<file path="config.mk">
export PLATFORM = sky130hd
export DESIGN_NAME = stage_reg
export DESIGN_NICKNAME = d
export VERILOG_FILES = /design/src/verilog/stage_reg.sv
export SDC_FILE = /design/constraint.sdc
export NUM_CORES = 1
export LEC_CHECK = 0
export ABC_AREA = 1
export BUFFER_PORTS_ARGS = -buffer_cell sky130_fd_sc_hd__buf_4
export CORE_MARGIN = 8
export CORE_UTILIZATION = 40
export DETAILED_ROUTE_END_ITERATION = 8
export HOLD_SLACK_MARGIN = 0.05
export PLACE_DENSITY = 0.77
export SLEW_MARGIN = 20
export SYNTH_ARGS = -nofsm -noshare
export SYNTH_HDL_FRONTEND = slang
export SYNTH_SLANG_ARGS = --single-unit
</file>
<file path="constraint.sdc">
create_clock -name clk -period 2.1 [get_ports clk]
set_clock_uncertainty 0.1 [all_clocks]
set_input_delay 0.42 -clock clk [delete_from_list [all_inputs] [get_ports clk]]
set_output_delay 0.42 -clock clk [all_outputs]
set_load 0.05 [all_outputs]
</file>
<file path="src/verilog/stage_reg.sv">
`default_nettype none
`timescale 1ns/1ps

module stage_reg #(
    parameter type payload_t = logic [31:0]
) (
    input  logic     clk,
    input  logic     reset,
    input  logic     in_valid,
    output logic     in_ready,
    input  payload_t in,
    output logic     out_valid,
    input  logic     out_ready,
    output payload_t out
);
    logic live;

    // the slot takes a new item when empty or when its item leaves this cycle.
    assign in_ready = live && (!out_valid || out_ready);

    always_ff @(posedge clk) begin
        if (reset) begin
            live      <= 1'b0;
            out_valid <= 1'b0;
        end else begin
            live <= 1'b1;
            if (in_ready) begin
                out_valid <= in_valid;
            end
        end
    end

    always_ff @(posedge clk) begin
        if (in_valid && in_ready) begin
            out <= in;
        end
    end

    assert property (@(posedge clk) disable iff (reset)
        out_valid && !out_ready |=> out_valid && $stable(out));

endmodule

`default_nettype wire

</file>
==> results of run 1 <==
## cells in the mapped netlist
| master | number |
|---|---|
| a21o_1 | 1 |
| a21oi_2 | 1 |
| dfxtp_1 | 2 |
| edfxtp_1 | 32 |
| inv_1 | 5 |
| nand2_1 | 2 |
| nand3_2 | 1 |
## flip-flops by register name (all words and copies together) (netlist names)
name / cells
out: 32
live: 1
out_valid: 1
## final timing paths
check                               start   endpoint  slack, ns  depth (start not counted)
worst max-delay path            out_valid   in_ready       0.53                          4
worst min-delay path                reset  out_valid       0.16                          2
worst max register to register  out_valid    out[14]       0.73                          4
worst min register to register       live  out_valid       0.40                          2
## final cells by class
class                           count  area, µm²  area share (%)
Tap cell                           30       37.5            2.26
Inverter                            5       18.8            1.13
Sequential cell                    34       1000            60.2
Clock buffer                        7       45.0            2.71
Timing Repair Buffer               70        526            31.6
Multi-Input combinational cell      5       33.8            2.03
## metal layers
| layer | track usage [%] | up-vias | routed length (µm) |
|---|---|---|---|
| met1 | 11.7 | 278 | 896 |
| li1 | - | 317 | - |
| met5 | 0 | - | 0 |
| met4 | 7.05 | 0 | 44 |
| met3 | 6.29 | 5 | 425 |
| met2 | 16.5 | 48 | 1150 |
## power groups by stage
stage	Clock [µW]	Combinational (µW)	Sequential, µW
after floorplan	0	20.1	898
after global placement	0	215	800
after detailed placement	0	219	801
after CTS	316	219	786
after global routing	346	226	788
final	300	216	785
## cell usage in the layout, fill, tap and decap left out, drive strengths merged
cell	n
clkbuf	7
nand2	2
edfxtp	32
a21o	1
dfxtp	2
a21oi	1
inv	5
nand3	1
buf	70
## cells by family (layout without fill, tap and decap cells)
group / Yosys count / after routing / share of synthesized area, %
buf+inv: 5 / 82 / 1.78
compound gates: 2 / 2 / 1.54
flops: 34 / 34 / 95.0
simple gates: 3 / 3 / 1.66
## worst max-delay path: stages, from the launching register on
cell	delay (ns)
dfxtp_1	0.36
nand2_1	0.09
nand2_1	0.07
inv_1	0.04
buf_4	0.18
## through the flow
stage	power (µW)	worst slack, ns	instances
4_1_cts	1320	0.509	151
2_1_floorplan	918	0.246	44
5_1_grt	1360	0.456	151
6_report	1300	0.526	151
3_3_place_gp	1010	0.568	144
3_5_place_dp	1020	0.517	144
==> flow_metrics.env, run 1 <==
export IMPL_pwr_share_comb_pct=16.6
export IMPL_cts_resized=0
export IMPL_antenna_found_initial=0
export IMPL_switchingPower_uw=320
export IMPL_routedWlPerCell_um=16.7
export IMPL_ant_nets=0
export IMPL_cts_root_buf="clkbuf_4"
export IMPL_cts_tree="built"
export IMPL_p_seq_share_pct=60.3
export IMPL_clock_sinks=34
export IMPL_track_usage_pct=11.0
export IMPL_initial_core_util_pct=42.5
export IMPL_post_cts_buffers=0
export IMPL_firstDrtPassIters=3
export IMPL_syn_num_nets=80
export IMPL_rows=18
export IMPL_drcViolationCount=0
export IMPL_timing_hold_ws_ns=0.163
export IMPL_io_pins=70
export IMPL_overflow=0
export IMPL_synth_top_area_share_pct=91.2
export IMPL_synth_seq_cells=34
export IMPL_htreeDepth=2
export IMPL_p_leak_uw=0.000718
export IMPL_hpwl_mm=2.07
export IMPL_clkTransAtPathRegs_ns=0.09
export IMPL_avgSynthCellArea_um2=23.9
export IMPL_tightestPinTransition_ns=0.384
export IMPL_dr_first_iter_drc_count=12
export IMPL_synth_top_area_cell="edfxtp_1"
export IMPL_cp_end_kind="output pin"
export IMPL_swShare_pct=24.6
export IMPL_crit_required_ns=1.58
export IMPL_rsz0062_at_grt="false"
export IMPL_cts_made_buffers=5
export IMPL_fillCellCount=182
export IMPL_intPower_uw=982
export IMPL_wl_mm=2.52
export IMPL_period_share_pct=74.9
export IMPL_drive_gt1_share_pct=63.6
export IMPL_ctsHoldBuffers=0
export IMPL_die_h_um=67.3
export IMPL_status="complete, no violations"
export IMPL_antenna_cells=0
export IMPL_drv_cap=0
export IMPL_synth_seq_area_share_pct=95.0
export IMPL_vias_per_cell=4.29
export IMPL_grt_max_degree=33
export IMPL_period_needed_ns=1.57
export IMPL_critPathLaunchType="register"
export IMPL_synthCells=44
export IMPL_utilization_pct=67.1
export IMPL_peakVddDrop_mv=0.465
export IMPL_clockBufferDepth=2
export IMPL_grt_pass1_wl_mm=3.49
export IMPL_fin_area_um2=1660
export IMPL_insertion_delay_ns=0.31
export IMPL_synth_area_um2=1050
export IMPL_powerDensity_nw_per_um2=783
export IMPL_gp_congestion=0.777
export IMPL_die_area_um2=4530
export IMPL_placed_cell_area_um2=1620
export IMPL_final_nets=157
export IMPL_synth_warnings=0
export IMPL_finalSetupViolations=0
export IMPL_criticalPathCategory="reg -> out"
export IMPL_cp_max_fo=3
export IMPL_clockPowerShare_pct=23.1
export IMPL_route_vias_total=648
export IMPL_syn2layout_area_growth_pct=57.7
export IMPL_hp_class="in -> reg"
export IMPL_critPathArrivalTime_ns=1.05
export IMPL_clock_fmax_ghz=0.635
export IMPL_dieWidth_um=67.3
export IMPL_coreArea_um2=2480
export IMPL_relSlewSlack_pct=74.4
export IMPL_synthTopCellsByArea="edfxtp_1 (91%), dfxtp_1 (3.8%), inv_1 (1.8%)"
export IMPL_synth_cell_types=7
export IMPL_grt_pass1_vias=673
export IMPL_port_buffers=69
export IMPL_drv_slew=0
export IMPL_totalNegativeSetupSlack_ns=0
export IMPL_final_hold_viol_count=0
Note: power is estimated with default switching activity, not from simulation.
==> inputs of run 2 (changes only) <==
Clock period 2.1 ns to 1.63 ns, I/O delays scaled along.
==> run 2 against run 1 <==
  * Core utilization is 3.2 points higher
  * Largest power group unchanged
  * Sequential power is 29% higher
  * Flip-flop and latch count stayed put
  * Design area is 4.8% higher
==> flow_metrics.env, run 2 (synthesized netlist as in run 1, its figures left out) <==
export IMPL_timing_rr_start="out_valid"
export IMPL_clkTransAtPathRegs_ns=0.09
export IMPL_cts_made_buffers=5
export IMPL_p_leak_uw=0.000740
export IMPL_grt_pass1_wl_mm=3.69
export IMPL_grt_pass1_vias=722
export IMPL_hp_start="in[1]"
export IMPL_largest_reg_flops=32
export IMPL_final_common_cell="buf_4"
export IMPL_cp_end_kind="output pin"
export IMPL_p_seq_share_pct=59.3
export IMPL_top_register="out"
export IMPL_cp_max_fo=3
export IMPL_grt_max_degree=33
export IMPL_cts_root_buf="clkbuf_4"
export IMPL_finalSetupViolations=0
export IMPL_cp_startpoint="out_valid"
export IMPL_dieWidth_um=67.3
export IMPL_cts_resized=0
export IMPL_critPathArrivalTime_ns=1.05
export IMPL_final_hold_viol_count=0
export IMPL_most_common_layout_cells="buf_4 (69), edfxtp_1 (32), dlygate4sd3_1 (6)"
export IMPL_totalNegativeSetupSlack_ns=0
export IMPL_placed_cell_area_um2=1640
export IMPL_period_needed_ns=1.47
export IMPL_rsz0062_at_grt="false"
export IMPL_firstDrtPassIters=2
export IMPL_drv_cap=0
export IMPL_pwr_share_comb_pct=17.5
export IMPL_initial_core_util_pct=42.5
export IMPL_dr_first_iter_drc_count=19
export IMPL_gp_congestion=0.740
export IMPL_clock_sinks=34
export IMPL_route_vias_total=696
export IMPL_hp_class="in -> reg"
export IMPL_top_regs="out x32, live x1, out_valid x1"
export IMPL_status="complete, no violations"
export IMPL_finalNonFillerCells=157
export IMPL_wl_mm=2.60
export IMPL_clockPowerShare_pct=23.2
export IMPL_antenna_found_initial=0
export IMPL_period_share_pct=90.5
export IMPL_vias_per_cell=4.43
export IMPL_io_pins=70
export IMPL_ant_nets=0
export IMPL_rows=18
export IMPL_clock_fmax_ghz=0.678
export IMPL_cts_tree="built"
export IMPL_drv_slew=0
export IMPL_finalPower_uw=1700
export IMPL_coreArea_um2=2480
export IMPL_antenna_cells=0
export IMPL_drive_gt1_share_pct=62.2
export IMPL_die_area_um2=4530
export IMPL_post_cts_buffers=0
export IMPL_tightestPinTransition_ns=0.172
export IMPL_swShare_pct=25.0
export IMPL_intPower_uw=1280
export IMPL_clockBufferDepth=2
export IMPL_criticalPathCategory="reg -> out"
export IMPL_critPathLaunchType="register"
export IMPL_ctsHoldBuffers=1
export IMPL_fin_area_um2=1740
export IMPL_crit_required_ns=1.20
export IMPL_routedWlPerCell_um=16.5
export IMPL_die_h_um=67.3
export IMPL_insertion_delay_ns=0.31
export IMPL_peakVddDrop_mv=0.694
export IMPL_final_nets=163
export IMPL_track_usage_pct=11.6
export IMPL_htreeDepth=2
export IMPL_dp_cells=144
export IMPL_switchingPower_uw=427
export IMPL_relSlewSlack_pct=88.6
export IMPL_syn2layout_area_growth_pct=65.3
export IMPL_timing_hold_ws_ns=0.0841
export IMPL_drcViolationCount=0
export IMPL_powerDensity_nw_per_um2=979
export IMPL_port_buffers=69
export IMPL_overflow=0
export IMPL_hpwl_mm=2.06
==> run 2: cell types whose count changed in the layout (fill, tap and decap cells not counted), sizes merged <==
cell / delta
dlygate4sd3: +6
inv: -1
clkinvlp: +1
==> run 2: stage by stage <==
step	util, %	setup WS [ns]
after floorplan	-	0.0831
after global placement	66.1	0.318
after detailed placement	66.1	0.277
after CTS	68.3	0.128
after global routing	70.3	0.0719
final	70.3	0.155
==> run 2: area by class of cell <==
class | instances | area, µm²
inverter | 5 | 22.5
timing repair buffer | 76 | 598
sequential | 34 | 1000
multi-input combinational | 5 | 33.8
clock buffer | 7 | 45.0
fill | 166 | 736
tap | 30 | 37.5
==> run 2: power by group through the flow <==
stage | clock network (µW) | logic (µW) | registers (µW)
CTS | 419 | 291 | 1010
global placement | 0 | 282 | 1030
detailed placement | 0 | 289 | 1030
finish | 396 | 298 | 1010
floorplan | 0 | 27.1 | 1160
global route | 457 | 312 | 1020
==> run 2: worst max-delay path: stages, from the launching register on <==
cell	delay [ns]
dfxtp_4	0.35
nand2_1	0.09
nand2_1	0.06
inv_1	0.05
buf_4	0.18
==> run 2: layer usage <==
layer / track usage, % / vias up / wire, µm
li1: - / 327 / -
met1: 11.8 / 315 / 976
met2: 17.4 / 49 / 1160
met3: 7.28 / 5 / 406
met4: 7.83 / 0 / 49
met5: 0 / - / 0
==> run 2: path summary, 6_finish.rpt <==
| path | cells after the start | end | slack, ns |
|---|---|---|---|
| max | 4 | in_ready | 0.16 |
| min | 1 | out[1] | 0.08 |
| max reg2reg | 4 | out[15] | 0.36 |
| min reg2reg | 2 | out_valid | 0.46 |
