<file path="config.mk">
export PLATFORM = sky130hd
export DESIGN_NAME = mem_stage
export DESIGN_NICKNAME = d
export VERILOG_FILES = /design/src/verilog/mem_pkg.sv /design/src/verilog/lane_align.sv /design/src/verilog/mem_stage.sv
export SDC_FILE = /design/constraint.sdc
export NUM_CORES = 1
export LEC_CHECK = 0
export BUFFER_PORTS_ARGS = -buffer_cell sky130_fd_sc_hd__buf_2
export CORE_AREA = 2 2 165 167
export DETAILED_ROUTE_END_ITERATION = 16
export DIE_AREA = 0 0 167 169
export PLACE_DENSITY_LB_ADDON = 0.08
export SETUP_SLACK_MARGIN = 0.2
export SLEW_MARGIN = 20
export SYNTH_ARGS = -nofsm -noshare
export SYNTH_HDL_FRONTEND = slang
export SYNTH_SLANG_ARGS = --single-unit
</file>
<file path="constraint.sdc">
create_clock -name clk -period 2.53 [get_ports clk]
set_input_delay 0.1265 -clock clk [delete_from_list [all_inputs] [get_ports clk]]
set_output_delay 0.1265 -clock clk [all_outputs]
set_load 0.03 [all_outputs]
</file>
<file path="src/verilog/mem_pkg.sv">
`default_nettype none

package mem_pkg;

    typedef enum logic [3:0] {
        OP_PASS,
        OP_LDB,
        OP_LDBU,
        OP_LDH,
        OP_LDHU,
        OP_LDW,
        OP_STB,
        OP_STH,
        OP_STW,
        OP_CSRRD,
        OP_CSRWR,
        OP_CSRXCHG,
        OP_RDCNTVL,
        OP_RDCNTVH
    } mem_op_e;

    // wdata carries the store data, the CSR write data or a plain result.
    typedef struct packed {
        mem_op_e     op;
        logic [31:0] addr;
        logic [31:0] wdata;
        logic [13:0] csr_addr;
        logic [31:0] csr_mask;
        logic [4:0]  rd;
        logic        rd_en;
    } ex_mem_t;

    typedef struct packed {
        logic        en;
        logic [13:0] addr;
        logic [31:0] data;
    } csr_write_t;

    typedef struct packed {
        logic [4:0]  rd;
        logic        rd_en;
        logic [31:0] rd_data;
        csr_write_t  csr_write;
        logic        misaligned;
    } mem_wb_t;

    typedef struct packed {
        logic        en;
        logic        we;
        logic [29:0] word_idx;
        logic [3:0]  strobe;
        logic [31:0] wdata;
    } dram_req_t;

    typedef struct packed {
        logic        data_ok;
        logic [31:0] rdata;
    } dram_rsp_t;

    localparam logic [13:0] CSR_CRMD  = 14'h000;
    localparam logic [13:0] CSR_PRMD  = 14'h001;
    localparam logic [13:0] CSR_ESTAT = 14'h005;
    localparam logic [13:0] CSR_SAVE0 = 14'h030;

endpackage

`default_nettype wire

</file>
<file path="src/verilog/lane_align.sv">
`default_nettype none
`timescale 1ns/1ps

module lane_align (
    input  mem_pkg::mem_op_e op,
    input  logic [31:0]      addr,
    input  logic [31:0]      wdata,
    input  logic [31:0]      rdata,
    output logic             misaligned,
    output logic [3:0]       strobe,
    output logic [31:0]      lane_wdata,
    output logic [31:0]      load_data
);
    logic [7:0]  sel_byte;
    logic [15:0] sel_half;

    assign sel_byte = rdata[{addr[1:0], 3'b000} +: 8];
    assign sel_half = addr[1] ? rdata[31:16] : rdata[15:0];

    always_comb begin
        misaligned = 1'b0;
        strobe     = 4'b0000;
        lane_wdata = wdata;
        load_data  = rdata;
        case (op)
            mem_pkg::OP_LDB:  load_data = {{24{sel_byte[7]}}, sel_byte};
            mem_pkg::OP_LDBU: load_data = {24'b0, sel_byte};
            mem_pkg::OP_LDH: begin
                misaligned = addr[0];
                load_data  = {{16{sel_half[15]}}, sel_half};
            end
            mem_pkg::OP_LDHU: begin
                misaligned = addr[0];
                load_data  = {16'b0, sel_half};
            end
            mem_pkg::OP_LDW:  misaligned = addr[1:0] != 2'b00;
            // store data is copied into every lane and the strobe picks the bytes.
            mem_pkg::OP_STB: begin
                strobe     = 4'b0001 << addr[1:0];
                lane_wdata = {4{wdata[7:0]}};
            end
            mem_pkg::OP_STH: begin
                misaligned = addr[0];
                strobe     = addr[1] ? 4'b1100 : 4'b0011;
                lane_wdata = {2{wdata[15:0]}};
            end
            mem_pkg::OP_STW: begin
                misaligned = addr[1:0] != 2'b00;
                strobe     = 4'b1111;
            end
            default: begin
            end
        endcase
    end

endmodule

`default_nettype wire

</file>
<file path="src/verilog/mem_stage.sv">
`default_nettype none
`timescale 1ns/1ps

module mem_stage (
    input  logic               clk,
    input  logic               reset,
    input  logic               cur_valid,
    input  mem_pkg::ex_mem_t   cur,
    output logic               cur_ready,
    output logic               done_valid,
    output mem_pkg::mem_wb_t   done,
    input  logic               done_ready,
    output mem_pkg::dram_req_t dram_req,
    input  mem_pkg::dram_rsp_t dram_rsp,
    output logic               csr_rd_en,
    output logic [13:0]        csr_rd_addr,
    input  logic [31:0]        csr_rdata,
    input  logic [63:0]        cnt
);
    logic        is_load;
    logic        is_store;
    logic        is_csr;
    logic        is_xchg;
    logic        access;
    logic        load_wait;
    logic        ld_busy;
    logic        ld_have;
    logic [31:0] ld_word;
    logic [31:0] ram_word;
    logic        misaligned;
    logic [3:0]  strobe;
    logic [31:0] lane_wdata;
    logic [31:0] load_data;

    assign is_load  = cur.op inside {mem_pkg::OP_LDB, mem_pkg::OP_LDBU, mem_pkg::OP_LDH,
                                     mem_pkg::OP_LDHU, mem_pkg::OP_LDW};
    assign is_store = cur.op inside {mem_pkg::OP_STB, mem_pkg::OP_STH, mem_pkg::OP_STW};
    assign is_csr   = cur.op inside {mem_pkg::OP_CSRRD, mem_pkg::OP_CSRWR, mem_pkg::OP_CSRXCHG};
    assign is_xchg  = cur.op == mem_pkg::OP_CSRXCHG;
    assign access   = (is_load || is_store) && !misaligned;

    // a captured word is used once the RAM response has gone.
    assign ram_word = ld_have ? ld_word : dram_rsp.rdata;

    lane_align u_lane (
        .op         (cur.op),
        .addr       (cur.addr),
        .wdata      (cur.wdata),
        .rdata      (ram_word),
        .misaligned (misaligned),
        .strobe     (strobe),
        .lane_wdata (lane_wdata),
        .load_data  (load_data)
    );

    assign load_wait  = cur_valid && is_load && access && !ld_have && !dram_rsp.data_ok;
    assign done_valid = cur_valid && !load_wait;
    assign cur_ready  = done_ready && !load_wait;

    // stores write on the edge where they leave, so a stall never repeats a write.
    assign dram_req.en       = cur_valid && access &&
                               (is_load ? (!ld_busy && !ld_have) : done_ready);
    assign dram_req.we       = is_store;
    assign dram_req.word_idx = cur.addr[31:2];
    assign dram_req.strobe   = strobe;
    assign dram_req.wdata    = lane_wdata;

    always_ff @(posedge clk) begin
        if (reset) begin
            ld_busy <= 1'b0;
            ld_have <= 1'b0;
        end else if (cur_valid && cur_ready) begin
            ld_busy <= 1'b0;
            ld_have <= 1'b0;
        end else if (dram_rsp.data_ok) begin
            ld_busy <= 1'b0;
            ld_have <= 1'b1;
        end else if (dram_req.en && !dram_req.we) begin
            ld_busy <= 1'b1;
        end
    end

    always_ff @(posedge clk) begin
        if (dram_rsp.data_ok) begin
            ld_word <= dram_rsp.rdata;
        end
    end

    assign csr_rd_en   = cur_valid && is_csr;
    assign csr_rd_addr = cur.csr_addr;

    always_comb begin
        case (cur.op)
            mem_pkg::OP_RDCNTVL: done.rd_data = cnt[31:0];
            mem_pkg::OP_RDCNTVH: done.rd_data = cnt[63:32];
            default: begin
                if (is_load) begin
                    done.rd_data = load_data;
                end else if (is_csr) begin
                    done.rd_data = csr_rdata;
                end else begin
                    done.rd_data = cur.wdata;
                end
            end
        endcase
    end

    assign done.rd         = cur.rd;
    assign done.rd_en      = cur.rd_en && !misaligned;
    assign done.misaligned = misaligned;

    // exchange keeps the unmasked bits of the old value.
    assign done.csr_write.en   = cur.op == mem_pkg::OP_CSRWR || is_xchg;
    assign done.csr_write.addr = cur.csr_addr;
    assign done.csr_write.data = is_xchg ? ((csr_rdata & ~cur.csr_mask) |
                                            (cur.wdata & cur.csr_mask)) : cur.wdata;

    assert property (@(posedge clk) disable iff (reset) dram_rsp.data_ok |-> ld_busy);

endmodule

`default_nettype wire

</file>
==> results list <==
* Most used DFF post-synth: edfxtp_1
- Endpoint class of the critical path: primary output
- Max-cap violations in this run came to 0.
- Num CTS Buffers: 5
- Number of warnings issued by yosys: 0
- Entering global routing, the biggest net connects 33 pins.
- In this run, synthesis inferred 32 flip-flops with an integrated enable.
* Vias in the first global route: 5,448
- Max-slew violation count: 0
- After clock tree synthesis, the clock-pin slew on the worst setup and hold paths is 60 ps.
* Number of iterations in the first detailed-routing pass: 7
- Starting density of the core: 20.18%
- For this design the top-level I/O count stands at 424.
- Deepest level of the CTS H-tree: 2
* Path type of the worst setup path: reg2out
- Number of buffers added to fix hold violations after cts: 0
- Timing analysis after detailed placement gives a worst setup slack of 171.6 ps.
- The floorplan step defined a die boundary enclosing 28,220 um2.
- Counting along the longest clock path gives a buffer depth of 2.
- Overall via count from detail_route: 5,528
- Number of core rows: 60
- DRC violation count after routing: 0
* Layout overhead on the synthesized area: 38.00%
- Data required time of the worst path: 2400 ps
- For the finished layout, the period the worst path requires is 2372 ps.
* Pwr per Cell Area: 400.9 nW/um2
- Share of layout cells above drive strength 1: 59.07%
* Largest family of logic cells by synthesized area: multiplexers
- After detailed placement, the design holds a cell count of 1,158.
* CP max FO: 6
* CP max stage delay: 550 ps
- Of the synthesized area, sequential elements account for 18.72%.
* Leakage dissipation: 3.231 nW
- Fill cells: 2,918
- Initial DRC count: 324
* Max_slew headroom: 55.42%
- The count of endpoints failing hold in the final timing report came to 0.
- The number of antenna diodes in the final layout is 0.
* Xor and xnor fraction of the mapped netlist area: 0.1638%
- Finished Layout Cells: 1,184
- RSZ-0062 raised after global routing: true
- The die is 169 um tall.
* Utilization after layout: 27.85%
- In this run the remaining antenna-violating nets after routing total 0.
* Net count reported at finish: 1,095
- The cell sitting at the root of the clock tree is a clkbuf_16.
- The number of nets in the synthesized netlist is 841.
- Clock tree synthesis found a total of 34 sinks.
- Actual transition at the worst max-transition pin: 664.7 ps
- Cell with the largest stage delay on the worst path: mux4_2
- After global routing the overflow that remains totals 0.
- At the worst endpoint, the arrival time is 2250 ps.
- Final count of negative-setup-slack endpoints: 0
- For this run, the top clock speed supported by timing is 0.4216 GHz.
- After floorplanning, the core was sized to cover 26,500 um2.
- Measured against the total synthesized area, the mux share comes to 28.94%.
- In the synthesized netlist, the number of instances is 588.
- Mean instance size in the synthesized netlist: 9.095 um2
- Clock insertion delay at the later pin of the skew report: 280 ps
* CP startpoint kind: register
* Chain of cells forming the critical path: buf_12 > mux4_2 > nand2_2 > o21ai_2 > a221oi_2 > buf_4 > a21oi_2 > buf_6
- The first global-routing pass estimated 37,260 um of wire.
- Setup total negative slack on the finished layout was measured at 0 ps.
* Synth cell types: 58
- Input and output buffers added on the ports amount to 311.
- The initial antenna violation count is 1.
* Ratio of final minimum period to clock period: 93.74%
* Min setup slack post-route: 158.3 ps
- GRT Total Usage: 17.87%
* Cell area after technology mapping: 5348 um2
* DR WL/cell: 22.68 um
- Clock tree from TritonCTS: built
* Drt via density: 4.669
- Peak supply drop: 0.1929 mV
- Of the total synthesized cell area, the portion taken by AND, OR, NAND and NOR gates is 15.79%.
* Setup clock skew after layout: 3.126 ps
* Synth Area in Compound Gates: 20.50%
- Horizontal die dimension: 167 um
* DP HPWL: 22,200 um
* Yosys reg bits: 34
- Async S/R FF share, synth: 0%
- Summing the areas of all fa, ha and maj instances in the mapped netlist gives 0% of the synthesized area.
* Worst min-delay path category: in2reg
* Run status: finished, final reports clean
* Final weighted congestion of routability-driven global placement: 0.7800
- Total wire length after detailed routing: 26,860 um
- After layout, the design draws a total of 2.959 mW.
-- synth_stat cells, types with 8 or more instances --
cell type   n  share of area, %
mux2_2     64                13
mux2i_1    50               9.4
clkbuf_1    8              0.56
a21oi_1    14               1.3
a221oi_2   13               3.7
nand2_1    67               4.7
a211oi_1   32               4.5
mux4_2     11               4.6
o21ai_1     9              0.84
o21ai_0    20               1.9
buf_6       9               1.9
edfxtp_1   32                18
nor2b_1    25               2.9
a22o_1      9               1.5
nor2_1     42               2.9
a221oi_1   10               1.6
buf_2      15               1.4
buf_4      80                11
-- placed cells by master (no fill, tap or decap), types with 11 or more instances in the layout --
cell,netlist,routed
o21ai_0,20,14
a221oi_2,13,20
a21oi_1,14,11
o21ai_1,9,11
buf_2,15,289
edfxtp_1,32,32
nor2_1,42,42
a211oi_1,32,31
nand2_1,67,63
mux4_2,11,11
nor2b_1,25,25
mux2_2,64,63
buf_4,80,58
mux2i_1,50,50
-- state kept, by name, indices dropped and copies added (netlist names) --
name and cells:
ld_word 32, ld_busy 1, ld_have 1
-- area by class of cell --
class	count	area, um2	share of cell area (%)
tap	341	426.7	5.782
multi-input combinational	435	3616	49.00
inverter	5	18.77	0.2543
sequential	34	1005	13.61
timing repair buffer	361	2147	29.09
clock inverter	2	37.54	0.5086
clock buffer	6	128.9	1.746
-- through the flow --
step | area, um2 | hold WS (ps)
after floorplan | 5348 | 205.0
after global placement | 6794 | 253.2
after detailed placement | 6794 | 253.2
after CTS | 7233 | 23.49
after global routing | 7380 | 24.83
final | 7380 | 34.45
-- final timing paths --
kind | startpoint | to | slack [ps] | cells after the start
setup / recovery | ld_have | done[51] | 160 | 8
hold / removal | dram_rsp[5] | ld_word[5] | 30 | 1
setup reg to reg | ld_have | ld_have | 1100 | 3
hold reg to reg | ld_busy | ld_busy | 530 | 2
-- where the power goes --
group | switching [mW] | internal, mW
registers | 0.0195 | 0.664
logic | 0.933 | 0.626
clock network | 0.251 | 0.465
total | 1.20 | 1.76
-- layer usage --
metal	global-route usage (%)	share of wire [%]	up-vias
met5	0	0	-
met4	4.573	2.5	0
li1	-	-	2643
met3	3.531	6.2	36
met2	30.85	49	236
met1	22.83	42	2613
-- critical path, delay by kind of cell, from the launching register on --
| family | cells | cell delay [ps] |
|---|---|---|
| AO/OA/AOI/OAI | 3 | 450 |
| AND/OR/NAND/NOR | 1 | 90 |
| buffers and inverters | 3 | 450 |
| multiplexers | 1 | 550 |
| flip-flops | 1 | 400 |
-- logic make-up (layout without fill, tap and decap cells) --
logic type                after synthesis  after routing
xor gates and xnor gates                1              1
buffers and inverters                 119            374
AOI/OAI and AO/OA                     136            136
DFF                                    34             34
muxes                                 132            132
and+or+nand+nor                       166            166
-- repair_timing --
item                                    in CTS  in global routing
setup buffers                               13                  2
endpoints found under the setup margin      15                 29
pin swaps                                   10                 13
gates resized for setup                     23                 49
cloned                                       2                  1
No activity file was read; power rests on OpenSTA's default activity.
