$ cat src/verilog/mem_pkg.sv
`default_nettype none

package mem_pkg;

    typedef enum logic [3:0] {
        OP_PASS,
        OP_LDB,
        OP_LDBU,
        OP_LDH,
        OP_LDHU,
        OP_LDW,
        OP_STB,
        OP_STH,
        OP_STW,
        OP_CSRRD,
        OP_CSRWR,
        OP_CSRXCHG,
        OP_RDCNTVL,
        OP_RDCNTVH
    } mem_op_e;

    // wdata carries the store data, the CSR write data or a plain result.
    typedef struct packed {
        mem_op_e     op;
        logic [31:0] addr;
        logic [31:0] wdata;
        logic [13:0] csr_addr;
        logic [31:0] csr_mask;
        logic [4:0]  rd;
        logic        rd_en;
    } ex_mem_t;

    typedef struct packed {
        logic        en;
        logic [13:0] addr;
        logic [31:0] data;
    } csr_write_t;

    typedef struct packed {
        logic [4:0]  rd;
        logic        rd_en;
        logic [31:0] rd_data;
        csr_write_t  csr_write;
        logic        misaligned;
    } mem_wb_t;

    typedef struct packed {
        logic        en;
        logic        we;
        logic [29:0] word_idx;
        logic [3:0]  strobe;
        logic [31:0] wdata;
    } dram_req_t;

    typedef struct packed {
        logic        data_ok;
        logic [31:0] rdata;
    } dram_rsp_t;

    localparam logic [13:0] CSR_CRMD  = 14'h000;
    localparam logic [13:0] CSR_PRMD  = 14'h001;
    localparam logic [13:0] CSR_ESTAT = 14'h005;
    localparam logic [13:0] CSR_SAVE0 = 14'h030;

endpackage

`default_nettype wire

$ cat src/verilog/csr_unit.sv
`default_nettype none
`timescale 1ns/1ps

module csr_unit (
    input  logic                clk,
    input  logic                reset,
    input  logic                rd_en,
    input  logic [13:0]         rd_addr,
    output logic [31:0]         rd_data,
    input  mem_pkg::csr_write_t pending,
    input  logic                commit,
    output logic [63:0]         cnt
);
    logic [31:0] crmd;
    logic [31:0] prmd;
    logic [31:0] estat;
    logic [31:0] save0;
    logic [31:0] stored;
    logic        known;

    always_comb begin
        known = 1'b1;
        case (rd_addr)
            mem_pkg::CSR_CRMD:  stored = crmd;
            mem_pkg::CSR_PRMD:  stored = prmd;
            mem_pkg::CSR_ESTAT: stored = estat;
            mem_pkg::CSR_SAVE0: stored = save0;
            default: begin
                stored = '0;
                known  = 1'b0;
            end
        endcase
    end

    // the write waiting in the write-back slot is newer than the file.
    always_comb begin
        if (!rd_en || !known) begin
            rd_data = '0;
        end else if (pending.en && pending.addr == rd_addr) begin
            rd_data = pending.data;
        end else begin
            rd_data = stored;
        end
    end

    always_ff @(posedge clk) begin
        if (reset) begin
            crmd  <= '0;
            prmd  <= '0;
            estat <= '0;
            save0 <= '0;
        end else if (commit && pending.en) begin
            case (pending.addr)
                mem_pkg::CSR_CRMD:  crmd  <= pending.data;
                mem_pkg::CSR_PRMD:  prmd  <= pending.data;
                mem_pkg::CSR_ESTAT: estat <= pending.data;
                mem_pkg::CSR_SAVE0: save0 <= pending.data;
                default: begin
                end
            endcase
        end
    end

    always_ff @(posedge clk) begin
        if (reset) begin
            cnt <= '0;
        end else begin
            cnt <= cnt + 64'd1;
        end
    end

    // an uncommitted write must stay visible until the write-back slot releases it.
    assert property (@(posedge clk) disable iff (reset)
        pending.en && !commit |=> $stable(pending));

endmodule

`default_nettype wire

$ cat config.mk
export PLATFORM = sky130hd
export DESIGN_NAME = csr_unit
export DESIGN_NICKNAME = d
export VERILOG_FILES = /design/src/verilog/mem_pkg.sv /design/src/verilog/csr_unit.sv
export SDC_FILE = /design/constraint.sdc
export NUM_CORES = 1
export LEC_CHECK = 0
export BUFFER_PORTS_ARGS = -buffer_cell sky130_fd_sc_hd__buf_2
export CAP_MARGIN = 10
export CORE_ASPECT_RATIO = 0.7
export CORE_MARGIN = 2
export CORE_UTILIZATION = 35
export DETAILED_ROUTE_END_ITERATION = 10
export SLEW_MARGIN = 20
export SYNTH_ARGS = -nofsm -noshare
export SYNTH_HDL_FRONTEND = slang
export SYNTH_SLANG_ARGS = --single-unit
$ cat constraint.sdc
create_clock -name clk -period 2.2 [get_ports clk]
set_input_delay 0.33 -clock clk [delete_from_list [all_inputs] [get_ports clk]]
set_output_delay 0.33 -clock clk [all_outputs]
set_load 0.005 [all_outputs]
==> metrics.txt, run 1 <==
Die ar.=approximately 27,000 µm²; final core occ=47.1%; Clk pwr share=43.2%; reg2reg start=cnt[33]$_SDFF_PP0_; site row count=49; placer congestion estimate=0.859; ant diodes=0; Tightest Pin Transition=0.498 ns; failing checks=setup timing; clock skew=0.0103 ns; Yosys cell types=between 40 and 50; CTS root buf=clkbuf_16; Final min period=2.32 ns; Flop pwr share=around half; most used cell, CP=buf_2; critical path type=input port to output port; Filler Cells Inserted=around 2,500; Post-Place Worst Slack=-0.186 ns; nets=1,280; DRC Markers=0; Vias=8,223; DRT Wirelength=27,100 µm; Die Ht=139 µm; worst endpoint data arrival time=1.99 ns; MaxCap Viol Count=0; P_int=5.15 mW; first-pass GRT wire length=42,300 µm; number of synthesized register bits=about 190; DP Wirelength=roughly 17,000 µm; Crit Path Max Fanout=8; antenna-violating nets left=0; slowest CP cell=or4_4; Num Clock Sinks=~190; core area=25,600 µm²; die width=197 µm; Clock transition at path regs=0.08 ns; CP startpoint=rd_addr[4]; min-delay src=pending[19]; ys flop type=dfxtp_1; Final WS setup=-0.116 ns; Synth area leaders=dfxtp_1 42%, mux2i_1 18%, nor2_1 7.5%, a2bb2oi_1 3.1%, xnor2_1 3.1%; peak supply drop=0.502 mV; initial core utilization=35.5%; worst min path class=input port to register; synthesized area=roughly 9100 µm²; vias in the first global route=roughly 7,700; Pwr Density=556 nW/µm²; crit share post-route=105%; Avg WL per Cell=17.4 µm; initial antenna violation count=0; Cells after Synth=approximately 1,000; drt pass-1 iters=6; # H-tree levels=4; DRT iter0 DRCs=524; Ports=161; Mapped Avg Cell Area=8.99 µm²; CP Buf/Inv Count=4; synth warn=0; endpoints failing hold=0; post-synthesis sequential area ratio=42.3%; fin cells=~1,600; clk buf depth=2; Critical Path RT=around 1.9 ns; Tot GR Track Use=roughly a fifth; P_leak=4.81 nW; nature of the critical path endpoint=output port; cts hold-fix bufs=0; delay-heaviest family, CP=simple AND/OR/NAND/NOR gates; CTS tree=done; Sw Ratio=23.3%; Combinational Power Share=4.9%; share of layout cells above drive strength 1=28.3%; Psw=1.56 mW; RSZ-0062 raised after global routing=true; Post-synth ARST share=0%; Post-synth EDFFs=0; Area Overhead vs Synth=32.8%; status=complete, but fails checks; Rel. slew slack=66.5%; biggest area consumer among synthesized cells=dfxtp_1; Crit path largest cell delay=0.57 ns; post-DR vias/cell=5.28; Worst setup SP type=input port; Max Fclk=432 MHz; Cell Chain, Critical Path=buf_2, xnor2_1, nand4_1, or4_4, buf_6, buf_16, o21ai_4, a31oi_4, buf_2; pin count of the biggest net entering global routing=74; share of the synthesized area in the top cell type=about 42%; Skew-Pair Late Insertion Delay=0.43 ns; Inst Count DP=1,514; post-synth net total=~1,100; I/O Buffers=160; global route total overflow=0; Finish-stage setup viols=32; CTS buffer count=17; Slew Viols, Final=0
[worst paths after layout]
kind | slack [ns] | endpoint | cells after the start
worst max register to register | 0.11 | cnt[60]$_SDFF_PP0_ | 7
worst min-delay path | 0.20 | save0[19]$_SDFFE_PP0P_ | 3
worst min register to register | 0.48 | cnt[0]$_SDFF_PP0_ | 1
worst max-delay path | -0.12 | rd_data[26] | 9
[cell usage in the layout (no fill, tap or decap), types with 5 or more instances in the layout]
cell type	n
nand4_1	32
nand3_1	27
a31oi_4	6
xnor2_1	25
nand2_4	5
a2bb2oi_1	21
o21ai_0	22
buf_6	11
clkbuf_16	20
nand2_2	7
inv_1	10
buf_2	150
buf_4	63
xnor2_2	7
xor2_1	20
o21ai_4	5
a31oi_1	24
o31ai_1	6
and3_1	7
a21oi_1	22
and4_1	8
mux2i_1	160
or4_1	6
or3_1	9
nor4_1	16
buf_12	14
o21ai_1	14
dfxtp_1	192
a2bb2oi_2	7
nor3_1	9
nor2_1	180
nand2_1	46
[per-stage QoR]
| stage | TNS [ns] | hold slack (ns) | cell area [µm²] | power (mW) |
|---|---|---|---|---|
| final | -2.57 | 0.203 | 12100 | 6.71 |
| after global routing | -4.82 | 0.193 | 12100 | 7.01 |
| after CTS | -1.30 | 0.181 | 11700 | 6.81 |
| after detailed placement | -7.67 | 0.460 | 10800 | 3.86 |
| after global placement | -6.63 | 0.452 | 10800 | 3.85 |
| after floorplan | 0 | 0.444 | 9090 | 3.69 |
[worst reg2reg max path: stages, from the launching register on]
cell	delay [ns]
dfxtp_1	0.44
nand4_4	0.19
nor4_4	0.35
buf_4	0.18
nand4_2	0.06
buf_4	0.20
or4_1	0.48
a21oi_1	0.14
[logic make-up after synthesis]
family | count (synthesis) | synth area share [%]
mux | 160 | 17.6
buf+inv | 76 | 3.56
compound gates | 143 | 10.1
fa+ha+maj | 1 | 0.138
flops | 192 | 42.3
xor+xnor | 52 | 5.01
simple gates | 388 | 21.4
[sequential cells by signal (all words and copies together), names as in the netlist]
| name | cells |
|---|---|
| cnt | 64 |
| save0 | 32 |
| crmd | 32 |
| estat | 32 |
| prmd | 32 |
[repair_timing]
item	CTS	global route
cloned	4	3
pin swaps	5	25
resized for setup	54	63
endpoints found under the setup margin	32	37
buffers inserted	2	3
[routing by layer]
metal	share of wire, %	track usage (%)
met3	5.1	4.16
met4	0.74	3.96
met5	0	0
met2	42	28.2
met1	52	29.7
[cells in the mapped netlist (all sizes together) (2+ instances only)]
cell and n:
dfxtp 192, nor2 181, mux2i 160, nand2 58, o21ai 44, clkbuf 43, nand4 35, a2bb2oi 32
a31oi 32, xnor2 32, nand3 27, a21oi 22, nor4 22, buf 21, xor2 20, nor3 13
inv 10, and4 9, or3 9, or4 9, and3 7, o31ai 6, nand4b 4, and2 3
nand3b 3, a21o 2, a31o 2, nor2b 2, o41ai 2, or2 2
[power groups by stage]
stage               clock (mW)  sequential (mW)  combinational, mW
floorplan                    0             3.56              0.125
detailed placement           0             3.56              0.295
global placement             0             3.56              0.292
finish                    2.90             3.48              0.332
global route              3.17             3.48              0.358
CTS                       3.00             3.48              0.322
[final cells by class]
| type | instances | area, µm² | area share, % |
|---|---|---|---|
| flip-flops and latches | 192 | 3840 | 31.8 |
| well taps | 331 | 414 | 3.43 |
| clock buffers | 23 | 478 | 3.96 |
| repair buffers | 249 | 1870 | 15.5 |
| multi-input cells | 744 | 5380 | 44.5 |
| inverters | 10 | 37.5 | 0.311 |
| clock inverters | 8 | 56.3 | 0.466 |
No activity file was read; power rests on OpenSTA's default activity.
==> run 2: changes to the inputs <==
--- a/config.mk
+++ b/config.mk
@@ -9,8 +9,10 @@
 export CAP_MARGIN = 10
 export CORE_ASPECT_RATIO = 0.7
 export CORE_MARGIN = 2
-export CORE_UTILIZATION = 35
+export CORE_UTILIZATION = 45
+export CTS_BUF_LIST = sky130_fd_sc_hd__clkbuf_16
 export DETAILED_ROUTE_END_ITERATION = 10
+export PLACE_DENSITY = 0.66
 export SLEW_MARGIN = 20
 export SYNTH_ARGS = -nofsm -noshare
 export SYNTH_HDL_FRONTEND = slang
==> metrics.txt, run 2 (same netlist as run 1, synthesis figures left out) <==
pin count of the biggest net entering global routing=88 (+19%); antenna-violating nets left=0 (unchanged); initial antenna violation count=0 (unchanged); final core occ=60.1% (+13 points); endpoints failing hold=0 (unchanged); Min Hold Slack=0.198 ns (-0.00548 ns); Ports=161 (unchanged); Combinational Power Share=4.5% (-0.4 points); P_int=5.23 mW (+1.5%); DRC Markers=0 (unchanged); Area Overhead vs Synth=30.9%; Psw=1.71 mW (+9.4%); core area=19,800 µm² (-23%); Inst Count DP=1,458 (-3.7%); # H-tree levels=4 (unchanged); DP Wirelength=15,900 µm (-5.8%); post-DR vias/cell=5.49 (+3.9%); ant diodes=0 (unchanged); initial core utilization=45.9% (+10 points); Final min period=2.41 ns (+0.0907 ns); drt pass-1 iters=6 (unchanged); Tightest Pin Transition=0.683 ns (+0.185 ns); Crit Path Max Fanout=6 (-2); DRT iter0 DRCs=574 (+9.5%); min-delay src=pending[23]; nets=1,285 (+0.39%); most common cell after layout, fill and taps aside=dfxtp_1; Die Ht=123 µm (-11%); vias in the first global route=7,585 (-1.4%); I/O Buffers=160 (unchanged); Sw Ratio=24.6% (+1.4 points); number of cells on the worst reg-to-reg path=7 (unchanged); WHS Path Cells=3 (unchanged); reg2reg start=cnt[38]$_SDFF_PP0_; Worst setup SP type=input port; nature of the critical path endpoint=output port; P_leak=4.77 nW (-0.88%); area post-placement=10,800 µm² (-0.47%); die width=174 µm (-12%); Die ar.=21,400 µm² (-22%); Critical Path RT=1.87 ns (about the same); Final WS setup=-0.207 ns (-0.0907 ns); Crit Reg-Reg Endpoint=cnt[60]$_SDFF_PP0_; global route total overflow=0 (unchanged); Num Clock Sinks=192 (unchanged); Final Cell Area=11,900 µm² (-1.5%); critical path type=input port to output port; Biggest register=cnt; crit share post-route=109% (+4.1 points); placer congestion estimate=0.872 (+1.5%); Skew-Pair Late Insertion Delay=0.43 ns (about the same); status=complete, but fails checks; first-pass GRT wire length=39,400 µm (-6.9%); worst min path class=input port to register; commonest non-fill, non-tap cells in the layout=192 x dfxtp_1, 181 x nor2_1, 160 x mux2i_1; Pwr Total=6.94 mW (+3.4%); MaxCap Viol Count=0 (unchanged); fin cells=1,502 (-3.5%); clk buf depth=2 (unchanged); slowest CP cell=nor4_4; peak supply drop=0.365 mV (-27%); site row count=43 (-12%); Post-Route Setup TNS=-4.53 ns (-1.95 ns); Post-Place Worst Slack=-0.266 ns (-0.0803 ns); Hold EP=crmd[23]$_SDFFE_PP0P_; Largest register FFs=64 (unchanged); Cell Chain, Critical Path=buf_8, nor4_4, nand4_1, buf_4, nor4_4, buf_6, buf_12, buf_6, nand2_2, a31oi_1, buf_2; Crit path largest cell delay=0.30 ns (-0.27 ns); Tot GR Track Use=22.8% (+3.3 points); Clk pwr share=45.4% (+2.2 points); share of layout cells above drive strength 1=28.9% (+0.59 points); Slew Viols, Final=0 (unchanged); failing checks=setup timing; Finish-stage setup viols=32 (unchanged); Max Fclk=415 MHz (-3.8%); Rel. slew slack=54.5% (-12 points); Vias=8,242 (+0.23%); DRT Wirelength=24,600 µm (-9.1%); Pwr Density=583 nW/µm² (+4.9%); clock skew=0.0156 ns (+0.00526 ns); Clock transition at path regs=0.08 ns (about the same); CTS buffer count=17 (unchanged); Avg WL per Cell=16.4 µm (-5.8%); RSZ-0062 raised after global routing=true; CTS tree=done; R2R setup slack=0.11 ns (about the same); worst endpoint data arrival time=2.08 ns (+0.09 ns); CTS root buf=clkbuf_16; Flop pwr share=50.2% (-1.7 points)
-- run 2: worst max-delay path by stage --
stage	start	end	slack [ns]
after CTS	rd_addr[6]	rd_data[3]	-0.16
after detailed placement	rd_addr[1]	rd_data[7]	-0.27
final	rd_addr[3]	rd_data[3]	-0.21
after global placement	rd_addr[1]	rd_data[7]	-0.19
after floorplan	rd_addr[1]	rd_data[10]	0.07
after global routing	rd_addr[3]	rd_data[3]	-0.30
-- run 2: critical path, delay by kind of cell --
family,cells,cell delay (ns)
compound gates,1,0.16
buf+inv,6,0.88
simple gates,4,0.70
-- run 2: power by group through the flow --
stage	sequential [mW]	combinational, mW	clock [mW]
after CTS	3.48	0.304	3.21
after floorplan	3.56	0.125	0
after global placement	3.56	0.291	0
after global routing	3.48	0.337	3.37
after detailed placement	3.56	0.293	0
final	3.48	0.312	3.15
-- run 2: routing by layer --
| metal | track usage, % | share of wire (%) |
|---|---|---|
| met5 | 0 | 0 |
| met4 | 6.30 | 1.6 |
| met3 | 3.87 | 4.5 |
| met2 | 34.9 | 43 |
| met1 | 33.3 | 51 |
-- run 2: repair_timing --
action,CTS,global route
setup endpoints to repair,32,37
cloned,2,1
hold buffers,0,0
pin swaps,37,31
setup buffers,5,4
gates resized for setup,54,47
-- run 2: area by class of cell --
| cell class | count | area [µm²] |
|---|---|---|
| Fill cell | 1771 | 7900 |
| Multi-Input combinational cell | 744 | 5300 |
| Sequential cell | 192 | 3840 |
| Timing Repair Buffer | 254 | 1790 |
| Clock buffer | 17 | 425 |
| Tap cell | 270 | 338 |
| Clock inverter | 15 | 170 |
| Inverter | 10 | 37.5 |
